<file path="config.mk">
export PLATFORM = sky130hd
export DESIGN_NAME = decode_stage
export DESIGN_NICKNAME = d
export VERILOG_FILES = /design/src/core_cfg_pkg.sv /design/src/rv_isa_pkg.sv /design/src/decode_stage.sv /design/src/instr_capture.sv /design/src/instr_classify.sv /design/src/m_illegalop.sv /design/src/trap_capture.sv
export SDC_FILE = /design/constraint.sdc
export NUM_CORES = 1
export LEC_CHECK = 0
export BUFFER_PORTS_ARGS = -buffer_cell sky130_fd_sc_hd__buf_2
export CELL_PAD_IN_SITES_DETAIL_PLACEMENT = 2
export CELL_PAD_IN_SITES_GLOBAL_PLACEMENT = 2
export CORE_ASPECT_RATIO = 1.4
export CORE_UTILIZATION = 34
export DETAILED_ROUTE_END_ITERATION = 16
export PLACE_DENSITY = 0.85
export SLEW_MARGIN = 20
export SYNTH_ARGS = -nofsm -noshare
export SYNTH_HDL_FRONTEND = slang
export SYNTH_SLANG_ARGS = --single-unit
</file>
<file path="constraint.sdc">
create_clock -name clk -period 9.3 [get_ports clk]
set_input_delay 0.465 -clock clk [delete_from_list [all_inputs] [get_ports clk]]
set_output_delay 0.465 -clock clk [all_outputs]
set_load 0.05 [all_outputs]
</file>
<file path="src/core_cfg_pkg.sv">
// ========================================
// build configuration for the decode front end
// ========================================
package core_cfg_pkg;

   // checker decode depth
   // 0 full decode
   // 1 skip funct7 and rs1/rd checks
   // 2 only look at bit 0
   localparam int cfg_lazy_decode = 0;

   // M extension legal when set
   localparam int cfg_muldiv = 1;

   // ========================================
   // trap cause codes, mcause encoding
   // ========================================
   localparam logic [3:0] cause_illegal_instr = 4'd2;   // illegal instruction

endpackage

</file>
<file path="src/rv_isa_pkg.sv">
// ========================================
// rv32 major opcodes
// ========================================
package rv_isa_pkg;

   localparam logic [6:0] opc_load     = 7'b0000011;
   localparam logic [6:0] opc_misc_mem = 7'b0001111;   // fence
   localparam logic [6:0] opc_op_imm   = 7'b0010011;
   localparam logic [6:0] opc_auipc    = 7'b0010111;
   localparam logic [6:0] opc_store    = 7'b0100011;
   localparam logic [6:0] opc_op       = 7'b0110011;   // reg-reg alu and M ops
   localparam logic [6:0] opc_lui      = 7'b0110111;
   localparam logic [6:0] opc_branch   = 7'b1100011;
   localparam logic [6:0] opc_jalr     = 7'b1100111;
   localparam logic [6:0] opc_jal      = 7'b1101111;
   localparam logic [6:0] opc_system   = 7'b1110011;   // ecall, ebreak, csr, mret

   // ========================================
   // instruction class codes
   // ========================================
   localparam logic [2:0] cls_alu     = 3'd0;   // register alu, no immediate
   localparam logic [2:0] cls_alu_imm = 3'd1;
   localparam logic [2:0] cls_load    = 3'd2;
   localparam logic [2:0] cls_store   = 3'd3;
   localparam logic [2:0] cls_branch  = 3'd4;
   localparam logic [2:0] cls_jump    = 3'd5;   // jal and jalr
   localparam logic [2:0] cls_upper   = 3'd6;   // lui and auipc
   localparam logic [2:0] cls_system  = 3'd7;   // system and fence

   // ========================================
   // one instruction word, two field layouts
   // ========================================
   typedef union packed {
      // register form
      struct packed {
         logic [6:0] funct7;
         logic [4:0] rs2;
         logic [4:0] rs1;
         logic [2:0] funct3;
         logic [4:0] rd;
         logic [6:0] opcode;
      } r;
      // immediate form
      struct packed {
         logic [11:0] imm12;
         logic [4:0]  rs1;
         logic [2:0]  funct3;
         logic [4:0]  rd;
         logic [6:0]  opcode;
      } i;
   } instr_word_u;

endpackage

</file>
<file path="src/decode_stage.sv">
`timescale 1ns/10ps

// decode front end top
module decode_stage (
   input  logic        clk,
   input  logic        rst_n,
   input  logic        req,
   input  logic [31:0] instr,
   input  logic        corerunning,
   input  logic        trap_clear,
   output logic        ack,
   output logic        dec_valid,
   output logic [2:0]  instr_class,
   output logic [4:0]  rd,
   output logic [4:0]  rs1,
   output logic [4:0]  rs2,
   output logic [31:0] imm,
   output logic        illegal,
   output logic        trap_pending,
   output logic [3:0]  trap_cause,
   output logic [31:0] trap_val
);

   logic [31:0] cur_instr;   // held word
   logic        dec_new;     // capture pulse

   instr_capture u_capture (
      .clk          (clk),
      .rst_n        (rst_n),
      .req          (req),
      .instr        (instr),
      .trap_pending (trap_pending),
      .ack          (ack),
      .cur_instr    (cur_instr),
      .dec_valid    (dec_valid),
      .dec_new      (dec_new)
   );

   // full decode, M extension on
   m_illegalop #(
      .lazy_decode (0),
      .muldiv      (1)
   ) u_illegal (
      .instr       (cur_instr),
      .corerunning (corerunning),
      .illegal     (illegal)
   );

   instr_classify u_classify (
      .instr       (cur_instr),
      .instr_class (instr_class),
      .rd          (rd),
      .rs1         (rs1),
      .rs2         (rs2),
      .imm         (imm)
   );

   trap_capture u_trap (
      .clk          (clk),
      .rst_n        (rst_n),
      .dec_new      (dec_new),
      .illegal      (illegal),
      .cur_instr    (cur_instr),
      .trap_clear   (trap_clear),
      .trap_pending (trap_pending),
      .trap_cause   (trap_cause),
      .trap_val     (trap_val)
   );

endmodule

</file>
<file path="src/instr_capture.sv">
`timescale 1ns/10ps

// four-phase receiver, one held instruction
module instr_capture (
   input  logic        clk,
   input  logic        rst_n,
   input  logic        req,            // fetch request
   input  logic [31:0] instr,          // stable while req high
   input  logic        trap_pending,   // microcode has not collected the trap yet
   output logic        ack,
   output logic [31:0] cur_instr,
   output logic        dec_valid,
   output logic        dec_new         // one cycle at capture
);

   logic held;   // a word sits in cur_instr
   logic take;   // accept a new word this edge
   logic drop;   // fetch released, finish the handshake

   // no new word while a trap waits, keeps the bad word in place
   assign take = req & ~held & ~trap_pending;
   assign drop = ~req & held;

   // ========================================
   // handshake state
   // ========================================
   always_ff @(posedge clk or negedge rst_n) begin
      if (!rst_n) begin
         held    <= 1'b0;
         dec_new <= 1'b0;
      end else begin
         dec_new <= take;           // pulse only on the capture edge
         if (take) begin
            held <= 1'b1;
         end else if (drop) begin
            held <= 1'b0;           // ack falls, decode no longer valid
         end
      end
   end

   // instruction register
   always_ff @(posedge clk) begin
      if (take) begin
         cur_instr <= instr;
      end
   end

   assign ack       = held;   // ack stays up until req drops
   assign dec_valid = held;

endmodule

</file>
<file path="src/instr_classify.sv">
`timescale 1ns/10ps

// class, register fields and immediate of the held word
module instr_classify
   import rv_isa_pkg::*;
(
   input  instr_word_u instr,
   output logic [2:0]  instr_class,
   output logic [4:0]  rd,
   output logic [4:0]  rs1,
   output logic [4:0]  rs2,
   output logic [31:0] imm
);

   logic [31:0] raw;   // flat view for the scattered immediates

   assign raw = instr;

   // register fields straight from the word
   assign rd  = instr.r.rd;
   assign rs1 = instr.i.rs1;
   assign rs2 = instr.r.rs2;   // shamt on shift-imm

   // ========================================
   // opcode to class
   // ========================================
   always_comb begin
      case (instr.r.opcode)
         opc_op:       instr_class = cls_alu;
         opc_op_imm:   instr_class = cls_alu_imm;
         opc_load:     instr_class = cls_load;
         opc_store:    instr_class = cls_store;
         opc_branch:   instr_class = cls_branch;
         opc_jal,
         opc_jalr:     instr_class = cls_jump;
         opc_lui,
         opc_auipc:    instr_class = cls_upper;
         opc_system,
         opc_misc_mem: instr_class = cls_system;
         default:      instr_class = cls_system;   // illegal anyway
      endcase
   end

   // ========================================
   // immediate format from class
   // ========================================
   always_comb begin
      case (instr_class)
         cls_alu_imm,
         cls_load:   imm = {{20{instr.i.imm12[11]}}, instr.i.imm12};             // I
         cls_store:  imm = {{20{raw[31]}}, raw[31:25], raw[11:7]};              // S
         cls_branch: imm = {{19{raw[31]}}, raw[31], raw[7], raw[30:25],
                            raw[11:8], 1'b0};                                   // B
         cls_upper:  imm = {raw[31:12], 12'b0};                                 // U
         cls_jump: begin
            if (instr.r.opcode[3]) begin                                        // jal, J
               imm = {{11{raw[31]}}, raw[31], raw[19:12], raw[20], raw[30:21], 1'b0};
            end else begin                                                      // jalr, I
               imm = {{20{instr.i.imm12[11]}}, instr.i.imm12};
            end
         end
         default:    imm = 32'd0;   // R-type and system
      endcase
   end

endmodule

</file>
<file path="src/m_illegalop.sv">
`timescale 1ns/10ps

// illegal instruction check, pure combinational
module m_illegalop
   import core_cfg_pkg::*;
   import rv_isa_pkg::*;
#(
   parameter int lazy_decode = cfg_lazy_decode,
   parameter int muldiv      = cfg_muldiv
) (
   input  instr_word_u instr,
   input  logic        corerunning,   // nothing is flagged while halted
   output logic        illegal
);

   generate
      if (lazy_decode == 2) begin : g_bit0
         // cheapest form, only the low bit
         assign illegal = ~instr.r.opcode[0] & corerunning;
      end else begin : g_table
         logic [1:0] tab;        // {bit6 set, bit6 clear} bad flags
         logic       main_bad;   // major opcode or low bits wrong

         // ========================================
         // major opcode table on bits 5:2
         // ========================================
         always_comb begin
            case (instr.r.opcode[5:2])
               4'b0000: tab = 2'b10;   // load
               4'b0001: tab = 2'b11;
               4'b0010: tab = 2'b11;   // custom space, not legal here
               4'b0011: tab = 2'b10;   // fence
               4'b0100: tab = 2'b10;   // op-imm
               4'b0101: tab = 2'b10;   // auipc
               4'b0110: tab = 2'b11;
               4'b0111: tab = 2'b11;
               4'b1000: tab = 2'b00;   // branch / store
               4'b1001: tab = 2'b01;   // jalr
               4'b1010: tab = 2'b11;
               4'b1011: tab = 2'b01;   // jal
               4'b1100: tab = 2'b00;   // system / op
               4'b1101: tab = 2'b10;   // lui
               default: tab = 2'b11;   // 1110, 1111 unused
            endcase
         end

         assign main_bad = (instr.r.opcode[6] ? tab[1] : tab[0])
                           | ~instr.r.opcode[1] | ~instr.r.opcode[0];

         if (lazy_decode == 1) begin : g_lazy
            assign illegal = main_bad & corerunning;
         end else begin : g_full
            logic check_f7;      // shift-imm or register alu op
            logic f7_5_free;     // funct7[5] allowed, sub / sra / srai
            logic f7_rest_bad;   // any other funct7 bit set where not allowed
            logic check_rs1_rd;  // ecall, ebreak, wfi, mret group
            logic bad_rs1_rd;

            // slli/srli/srai or any OP word
            assign check_f7 = (instr.r.opcode[5:4] == 2'b01 && !instr.r.opcode[2]
                               && instr.r.funct3[1:0] == 2'b01)
                              | (instr.r.opcode[6:4] == 3'b011 && !instr.r.opcode[2]);

            if (muldiv == 0) begin : g_no_m
               assign f7_5_free   = (!instr.r.opcode[5] && instr.r.funct3[2])
                                    || (instr.r.opcode[5] && (instr.r.funct3 == 3'b000
                                                              || instr.r.funct3 == 3'b101));
               assign f7_rest_bad = {instr.r.funct7[6], instr.r.funct7[4:0]} != 6'h0;
            end else begin : g_m
               // bit 0 picks the M ops on OP, never with bit 5
               assign f7_5_free   = (!instr.r.opcode[5] && instr.r.funct3[2])
                                    || (instr.r.opcode[5] && !instr.r.funct7[0]
                                        && (instr.r.funct3 == 3'b000
                                            || instr.r.funct3 == 3'b101));
               assign f7_rest_bad = ({instr.r.funct7[6], instr.r.funct7[4:1]} != 5'h0)
                                    || (!instr.r.opcode[5] && instr.r.funct7[0]);   // shamt[5]
            end

            // system with funct3 x00 wants rs1 and rd zero
            assign check_rs1_rd = instr.r.opcode[6] && instr.r.opcode[4]
                                  && instr.r.funct3[1:0] == 2'b00;
            assign bad_rs1_rd   = check_rs1_rd && (instr.r.rs1 != 5'd0 || instr.r.rd != 5'd0);

            assign illegal = (main_bad
                              | (check_f7 & f7_rest_bad)
                              | (check_f7 & ~f7_5_free & instr.r.funct7[5])
                              | bad_rs1_rd) & corerunning;
         end
      end
   endgenerate

endmodule

</file>
<file path="src/trap_capture.sv">
`timescale 1ns/10ps

// illegal instruction trap latch, cause and offending word
module trap_capture
   import core_cfg_pkg::*;
(
   input  logic        clk,
   input  logic        rst_n,
   input  logic        dec_new,       // fresh word this cycle
   input  logic        illegal,
   input  logic [31:0] cur_instr,
   input  logic        trap_clear,    // microcode has read the trap
   output logic        trap_pending,
   output logic [3:0]  trap_cause,    // as mcause
   output logic [31:0] trap_val       // as mtval
);

   logic trap_set;

   // clear wins over a new set
   assign trap_set = dec_new & illegal & ~trap_clear;

   // ========================================
   // pending flag and trap registers
   // ========================================
   always_ff @(posedge clk or negedge rst_n) begin
      if (!rst_n) begin
         trap_pending <= 1'b0;
         trap_cause   <= 4'd0;
         trap_val     <= 32'd0;
      end else begin
         if (trap_clear) begin
            trap_pending <= 1'b0;
         end else if (trap_set) begin
            trap_pending <= 1'b1;   // one cycle after ack rise
         end
         if (trap_set) begin
            trap_cause <= cause_illegal_instr;
            trap_val   <= cur_instr;   // still held, fetch cannot overwrite yet
         end
      end
   end

endmodule
</file>
# [Yosys cells after proc, flatten, opt, wreduce, memory -nomap -nowiden]
# Memories as Yosys holds them, arrays and structs flattened. A register that Yosys moved wholly into a read port is not among the register bits.
# Cells that the tools add are included.
[totals] reg_bits=68 rom_bits=32 input_bits=37 output_inout_bits=90 word_cells=84 mem_count=1
[op_classes] n_eq_ne=19 mux=9 bitwise=22 n_reduce_logical=27
[memory_table] memory="(no name shown)" words=16 word_bits=2 read_ports=1 rd_clocked_by_memory_dff=1 write_ports=0 line_no="m_illegalop.sv:28" rtl="case (instr.r.opcode[5:2])"
[ops] operator="32-bit one-hot mux with 5 select lines" n=1
[ops] operator="7-bit by 6-bit == test with 1-bit output, second input constant" n=3
[ops] operator="7-bit == test, second input constant" n=3
[ops] operator="3-bit one-hot mux with 7 select lines" n=1
[ops] operator="20-bit two-way mux" n=1
[ops] operator="5-bit nonzero test" n=3
[ops] operator="7-bit by 5-bit == test with 1-bit output, second input constant" n=2
[ops] operator="3-bit == test, second input constant" n=4
[ops] operator="1-bit logical AND" n=10
[ops] operator="1-bit AND" n=9
[ops] operator="3-bit by 2-bit == test with 1-bit output, second input constant" n=3
[ops] operator="7-bit by 2-bit == test with 1-bit output, second input constant" n=1
[ops] operator="1-bit NOT" n=7
[ops] operator="1-bit OR" n=6
[ops] operator="2-bit OR reduction" n=3
[ops] operator="1-bit two-way mux" n=5
[ops] operator="2-bit by 1-bit == test with 1-bit output, second input constant" n=2
[ops] operator="1-bit logical OR" n=4
[ops] operator="4-bit two-way mux" n=1
[ops] operator="2-bit nonzero test" n=2
[ops] operator="3-bit by 1-bit == test with 1-bit output, second input constant" n=1
[ops] operator="1-bit zero test" n=3
[ops] operator="3-bit zero test" n=1
[ops] operator="2-bit zero test" n=1

# [Longest topological paths before layout]
[logic_depth] depth_word=14 mapped_depth=8 mapped_depth_nobuf=7

# [Hierarchy]
# Synthesis repeated with hierarchy kept, for this count alone.
[unflattened] hier_cells=237 hier_area_um2=3352.0
[modules_own_cells] mod="trap_capture" instances=1 cells_per_inst=77 area_per_inst_um2=1415.1 seq_area_each_um2=850.8
[modules_own_cells] mod="instr_capture" instances=1 cells_per_inst=38 area_per_inst_um2=1042.2 seq_area_each_um2=1011.0
[modules_own_cells] mod="instr_classify" instances=1 cells_per_inst=93 area_per_inst_um2=701.9 seq_area_each_um2=0.0
[modules_own_cells] mod="m_illegalop" instances=1 cells_per_inst=29 area_per_inst_um2=192.7 seq_area_each_um2=0.0

# [Worst setup path after synthesis]
# No wires, ideal clock.
[synth_timing] path_kind="flip-flop to flip-flop" start="reg u_capture.held, in the netlist u_capture.ack" end="reg u_illegal.g_table.tab[0] (netlist name)" setup_time_ns=0.128 arrival_time_ns=3.128 required_ns=9.172 setup_slack_ns=6.045 stages_incl_launch_ff=8 n_path_buf=0 synth_period_minus_slack_ns=3.255 cell_sequence="dfrtp_1 nor3b_2 mux2i_1 ha_1 inv_1 mux2i_1 nand2_1 o21ai_0"
[synth_between] elab_chain_cells=4
[synth_rtl] element="from (decl)" line_no="instr_capture.sv:16" rtl="logic held;"
[synth_rtl] element="from (signal assigned)" line_no="instr_capture.sv:29" rtl="held <= 1'b0;"
[synth_rtl] element="from (signal assigned)" line_no="instr_capture.sv:34" rtl="held <= 1'b1;"
[synth_rtl] element="from (signal assigned)" line_no="instr_capture.sv:36" rtl="held <= 1'b0;"
[synth_rtl] element="1-bit NOT" line_no="instr_capture.sv:21" rtl="assign take = req & ~held & ~trap_pending;"
[synth_rtl] element="1-bit AND (2 in series)" line_no="instr_capture.sv:21"
[synth_rtl] element="named net u_capture.take" line_no="instr_capture.sv:17" rtl="logic take;"
[synth_rtl] element="4-bit two-way mux (no line)"
# The timed path passes the listed nets, and every way through them passes these cells.
# A chain may end at the register's enable or synchronous reset.

# [Worst setup path after layout]
[layout_timing] start="reg u_capture.cur_instr[6]" end="out imm[26]"
[layout_between] elab_chain_cells=6 elab_cells_between_ends=20 classes_between="15 x eq/ne; 2 x mux; 3 x reduce/logical"
[layout_rtl] element="from (decl)" line_no="instr_capture.sv:11" rtl="output logic [31:0] cur_instr,"
[layout_rtl] element="from (signal assigned)" line_no="instr_capture.sv:44" rtl="cur_instr <= instr;"
[layout_rtl] element="7-bit by 6-bit == test with 1-bit output, or another cell as far along" line_no="instr_classify.sv:28" rtl="case (instr.r.opcode)"
[layout_rtl] element="2-bit OR reduction" line_no="instr_classify.sv:28"
[layout_rtl] element="3-bit one-hot mux with 7 select lines (*)" line_no="instr_classify.sv:28"
[layout_rtl] element="3-bit by 1-bit == test with 1-bit output or 3-bit by 2-bit == test with 1-bit output (tied branches)" line_no="instr_classify.sv:48" rtl="case (instr_class)"
[layout_rtl] element="2-bit OR reduction" line_no="instr_classify.sv:48"
[layout_rtl] element="32-bit one-hot mux with 5 select lines (*)" line_no="instr_classify.sv:48"
[layout_rtl] element="to (decl)" line_no="decode_stage.sv:17" rtl="output logic [31:0] imm,"
# Mark *: on every way between the ends. The rest lies on a longest branch, timed or not.

==> results.txt <==
- Critical path required time: 8.84 ns
- Die Wd: about 86 um
- Grouping stages by cell kind, the critical path spends the most delay in simple AND/OR/NAND/NOR gates.
- Total Routing Usage GR: around a fifth
* Combinational cell fraction of total power: between 30% and 40%
* Slowest Stage Delay on Critical Path: 0.69 ns
- Of the synthesized area, sequential elements account for between 50% and 60%.
- Number of cell rows: between 40 and 50
- Sequential cells account for 39.2% of the total power.
* Ys async rst share: about half
- Prior to clock tree synthesis, the placed netlist has a worst setup slack of 6.40 ns.
* TritonCTS clock tree: yes
* Time the final worst path needs with I/O delays and setup: 3.29 ns
- Power density of the placed cells: between 200 and 300 nW/um^2
- For this run, the detailed router's first-pass iteration total came to 4.
- Max H-tree Level: 3
- During synthesis, Yosys emitted a total of 0 warnings.
* Worst clock skew: 0.00333 ns
- Cell variety after synth: 45
* Worst VDD drop: ~0.1 mV
* Setup ws final: 6.01 ns
- Cell with the most instances after synthesis: sky130_fd_sc_hd__dfrtp_1
- Estimated wirelength of the detail-placed design: 7.41 mm
* Post-cts gate resize count: 0
- Setup total negative slack on the finished layout was measured at 0 ns.
- At the worst endpoint, the arrival time is approximately 2.8 ns.
- Crit path cell chain: and2_1 > o21a_1 > nand2_1 > nor3_1 > buf_4 > a21o_1 > buf_2
* Cell type with the largest total area after synthesis: sky130_fd_sc_hd__edfxtp_1
- TritonCTS created 9 clock buffers.
* Final-report setup violation count: 0
- Height of the die: between 100 and 150 um
* Number of instances in the synthesized netlist: 258
- Initial Utilization: approximately 35%
- Dividing the detail-routed wire length by the instance count gives 19.9 um.
- The worst setup path is captured at an output pin.
- Number of slew-limit violations in the final report: 0
- The tree built by TritonCTS fans out to 70 sinks.
- Transition time at the pin with the least slew margin: slightly above 0.9 ns
- Leftover overflow at the end of global routing: 0
* Final weighted congestion in routability-driven placement: between 0.8 and 0.9
* Buffer type at the clock tree root: sky130_fd_sc_hd__clkbuf_16
* Period utilisation layout: 35.4%
- Summed over all cells, the static leakage comes to approximately 2.1 nW.
* Fraction of power spent switching nets: 38.1%
* Number of buffers inserted by hold repair at cts: 0
* Floorplan core area: 9560 um^2
- Number of violations of the max-capacitance limit: 0
* Main area contributors after synthesis: sky130_fd_sc_hd__edfxtp_1 28%, sky130_fd_sc_hd__dfrtp_1 27%, sky130_fd_sc_hd__mux2_4 12%
- The clock passes through at most 2 buffers.
- Classification of the worst-slack hold path: primary input to async pin
- Total via count in the routed design: about 2500
- STA classifies the critical path startpoint as a register.
- The clock network accounts for approximately 29% of the total power.
- Area fraction of the dominant cell type after synthesis: between 20% and 30%
- The internal portion of the total power is 0.657 mW.
- During placement, the flow inserted port buffers numbering around 120.
* Vias in the first global route: between 2000 and 3000
- Status: complete, no violations
- Max frequency: approximately 300 MHz
* DRC violations left: 0
- The critical path is of the register to output pin type.
- Pin placement for this block handled about 130 I/O pins.
* Share of layout cells above drive strength 1: a little under half
- Die outline area: 10400 um^2
* Total stage count of the critical path: 7
- The clock reaches the later pin of the worst-skew pair after 0.33 ns.
- Wire length after detailed routing: approximately 10 mm
- Among all flip-flop cells after synthesis, the most frequent one is sky130_fd_sc_hd__dfrtp_1.
- Worst reg2reg path depth: 5
- Nets: roughly 400
* Synthesis-to-finish area growth: 25.1%
- Worst path buffer plus inverter count: 2
* Antenna Cells: 0
- Mapped Avg Cell Area: between 10 and 15 um^2
- For this design the total switching power over the nets is slightly above 0.4 mW.
- DRC marker count from the first detailed-route iteration: 86
- Cells fill 44.3% of the core in the end.
- In this run the worst path has a maximum fanout of 18.
- Yosys mapped a number of flops with a built-in enable equal to 32.
- Total power: 1.06 mW
- Using the TritonRoute via totals, the vias-per-cell ratio works out to 4.91.
* Number of endpoints with negative hold slack in the final report: 0
- Slowest cell on crit path: sky130_fd_sc_hd__edfxtp_1
- Setup repair after global routing left no endpoint under its margin.
* Top cells by instance count after synthesis: 36 x sky130_fd_sc_hd__dfrtp_1, 32 x sky130_fd_sc_hd__edfxtp_1, 28 x sky130_fd_sc_hd__mux2_4
- Post-Synthesis Cell Area: between 3000 and 4000 um^2
* Global-route wire length before repair: roughly 15 mm
- Antenna violations before repair: 0
- Post-CTS repair timing setup buffer count: 0
- Headroom to the max-slew limit came out at 39.6%.
* Number of synthesized register bits: 70
- Maximum number of pins on one net before global-route repair: 37
- Clock-pin slew was measured on the worst setup and hold paths at ~0.05 ns.
- Final antenna-violating net count: 0
## state kept, by name, summed over array words and instances (netlist names)
name	flops
u_capture.ack	1
u_trap.trap_val	32
u_trap.trap_cause	1
u_illegal.g_table.tab	2
u_capture.cur_instr	32
u_capture.dec_new	1
u_trap.trap_pending	1
## worst register-to-register path, stage by stage, from the launching register on
cell                       delay [ns]
sky130_fd_sc_hd__edfxtp_1        0.66
sky130_fd_sc_hd__or2b_1          0.30
sky130_fd_sc_hd__a211oi_1        0.25
sky130_fd_sc_hd__a21bo_2         0.53
sky130_fd_sc_hd__buf_4           0.47
sky130_fd_sc_hd__mux2_2          0.39
## metal layers
metal / track usage (%) / part of all wire (%) / up-vias
li1: - / - / 1121
met1: 22.2 / 37 / 1244
met2: 37.3 / 56 / 78
met3: 5.23 / 4.5 / 16
met4: 7.81 / 2.2 / 0
met5: 0 / 0 / -
## worst paths after layout
kind                                             start                      end  slack [ns]
worst max-delay path            u_capture.cur_instr[6]                  imm[26]        6.01
worst min-delay path                             rst_n       u_trap.trap_val[4]        0.24
worst max register to register  u_capture.cur_instr[5]       u_trap.trap_val[0]        6.57
worst min register to register    u_trap.trap_cause[1]     u_trap.trap_cause[1]        0.47
max in group asynchronous                        rst_n       u_trap.trap_val[1]        8.49
min in group clk                             instr[16]  u_capture.cur_instr[16]        0.31
## per-stage QoR
step	instance area (um^2)	hold slack (ns)	std cells
after floorplan	3400	0.169	260
after global placement	3970	0.454	485
after detailed placement	3970	0.462	485
after CTS	4240	0.277	501
after global routing	4240	0.287	501
final	4240	0.241	501
## power groups by stage
stage | combinational (mW) | sequential, mW | clock (mW)
final | 0.343 | 0.416 | 0.304
after global routing | 0.356 | 0.423 | 0.327
after CTS | 0.346 | 0.417 | 0.312
after detailed placement | 0.344 | 0.422 | 0
after global placement | 0.337 | 0.418 | 0
after floorplan | 0.118 | 0.564 | 0
## final cells by class
cell class | instances | area, um^2
Timing Repair Buffer | 126 | 638
Multi-Input combinational cell | 152 | 1250
Sequential cell | 70 | 1900
Clock inverter | 7 | 40.0
Tap cell | 132 | 165
Clock buffer | 9 | 225
Inverter | 5 | 18.8
Fill cell | 1028 | 5330
## cell families (layout without fill, tap and decap cells)
| kind of cell | count (synthesis) | count (layout) | share of synthesized area [%] |
|---|---|---|---|
| AO/OA/AOI/OAI | 49 | 49 | 10.3 |
| buffers and inverters | 38 | 147 | 7.42 |
| adder cells (fa/ha/maj) | 1 | 1 | 0.369 |
| AND/OR/NAND/NOR | 60 | 60 | 9.86 |
| multiplexers | 39 | 39 | 15.8 |
| flip-flops | 70 | 70 | 56.1 |
| other | 1 | 3 | 0.111 |
## placed cells by master (no fill, tap or decap), types with 2 or more instances in the layout
cell type                    count
sky130_fd_sc_hd__clkinvlp_4      2
sky130_fd_sc_hd__nor4_1          2
sky130_fd_sc_hd__conb_1          3
sky130_fd_sc_hd__a21o_1         20
sky130_fd_sc_hd__inv_1           5
sky130_fd_sc_hd__buf_2         123
sky130_fd_sc_hd__mux2_2          4
sky130_fd_sc_hd__nand2b_1        3
sky130_fd_sc_hd__and2_1          8
sky130_fd_sc_hd__nor2_1          6
sky130_fd_sc_hd__buf_4           3
sky130_fd_sc_hd__dfrtp_1        36
sky130_fd_sc_hd__mux2i_1         7
sky130_fd_sc_hd__a21boi_0        3
sky130_fd_sc_hd__o21ai_0         7
sky130_fd_sc_hd__or2_2           2
sky130_fd_sc_hd__nand3_1         4
sky130_fd_sc_hd__edfxtp_1       32
sky130_fd_sc_hd__a21oi_1         4
sky130_fd_sc_hd__a22o_1          4
sky130_fd_sc_hd__nor3_1          7
sky130_fd_sc_hd__or4_1           2
sky130_fd_sc_hd__clkbuf_16       9
sky130_fd_sc_hd__clkinv_1        3
sky130_fd_sc_hd__nor2b_1         3
sky130_fd_sc_hd__and3_1          4
sky130_fd_sc_hd__a211oi_1        2
sky130_fd_sc_hd__dfxtp_1         2
sky130_fd_sc_hd__nand2_1        13
sky130_fd_sc_hd__mux2_4         28
No activity file was read; power rests on OpenSTA's default activity.
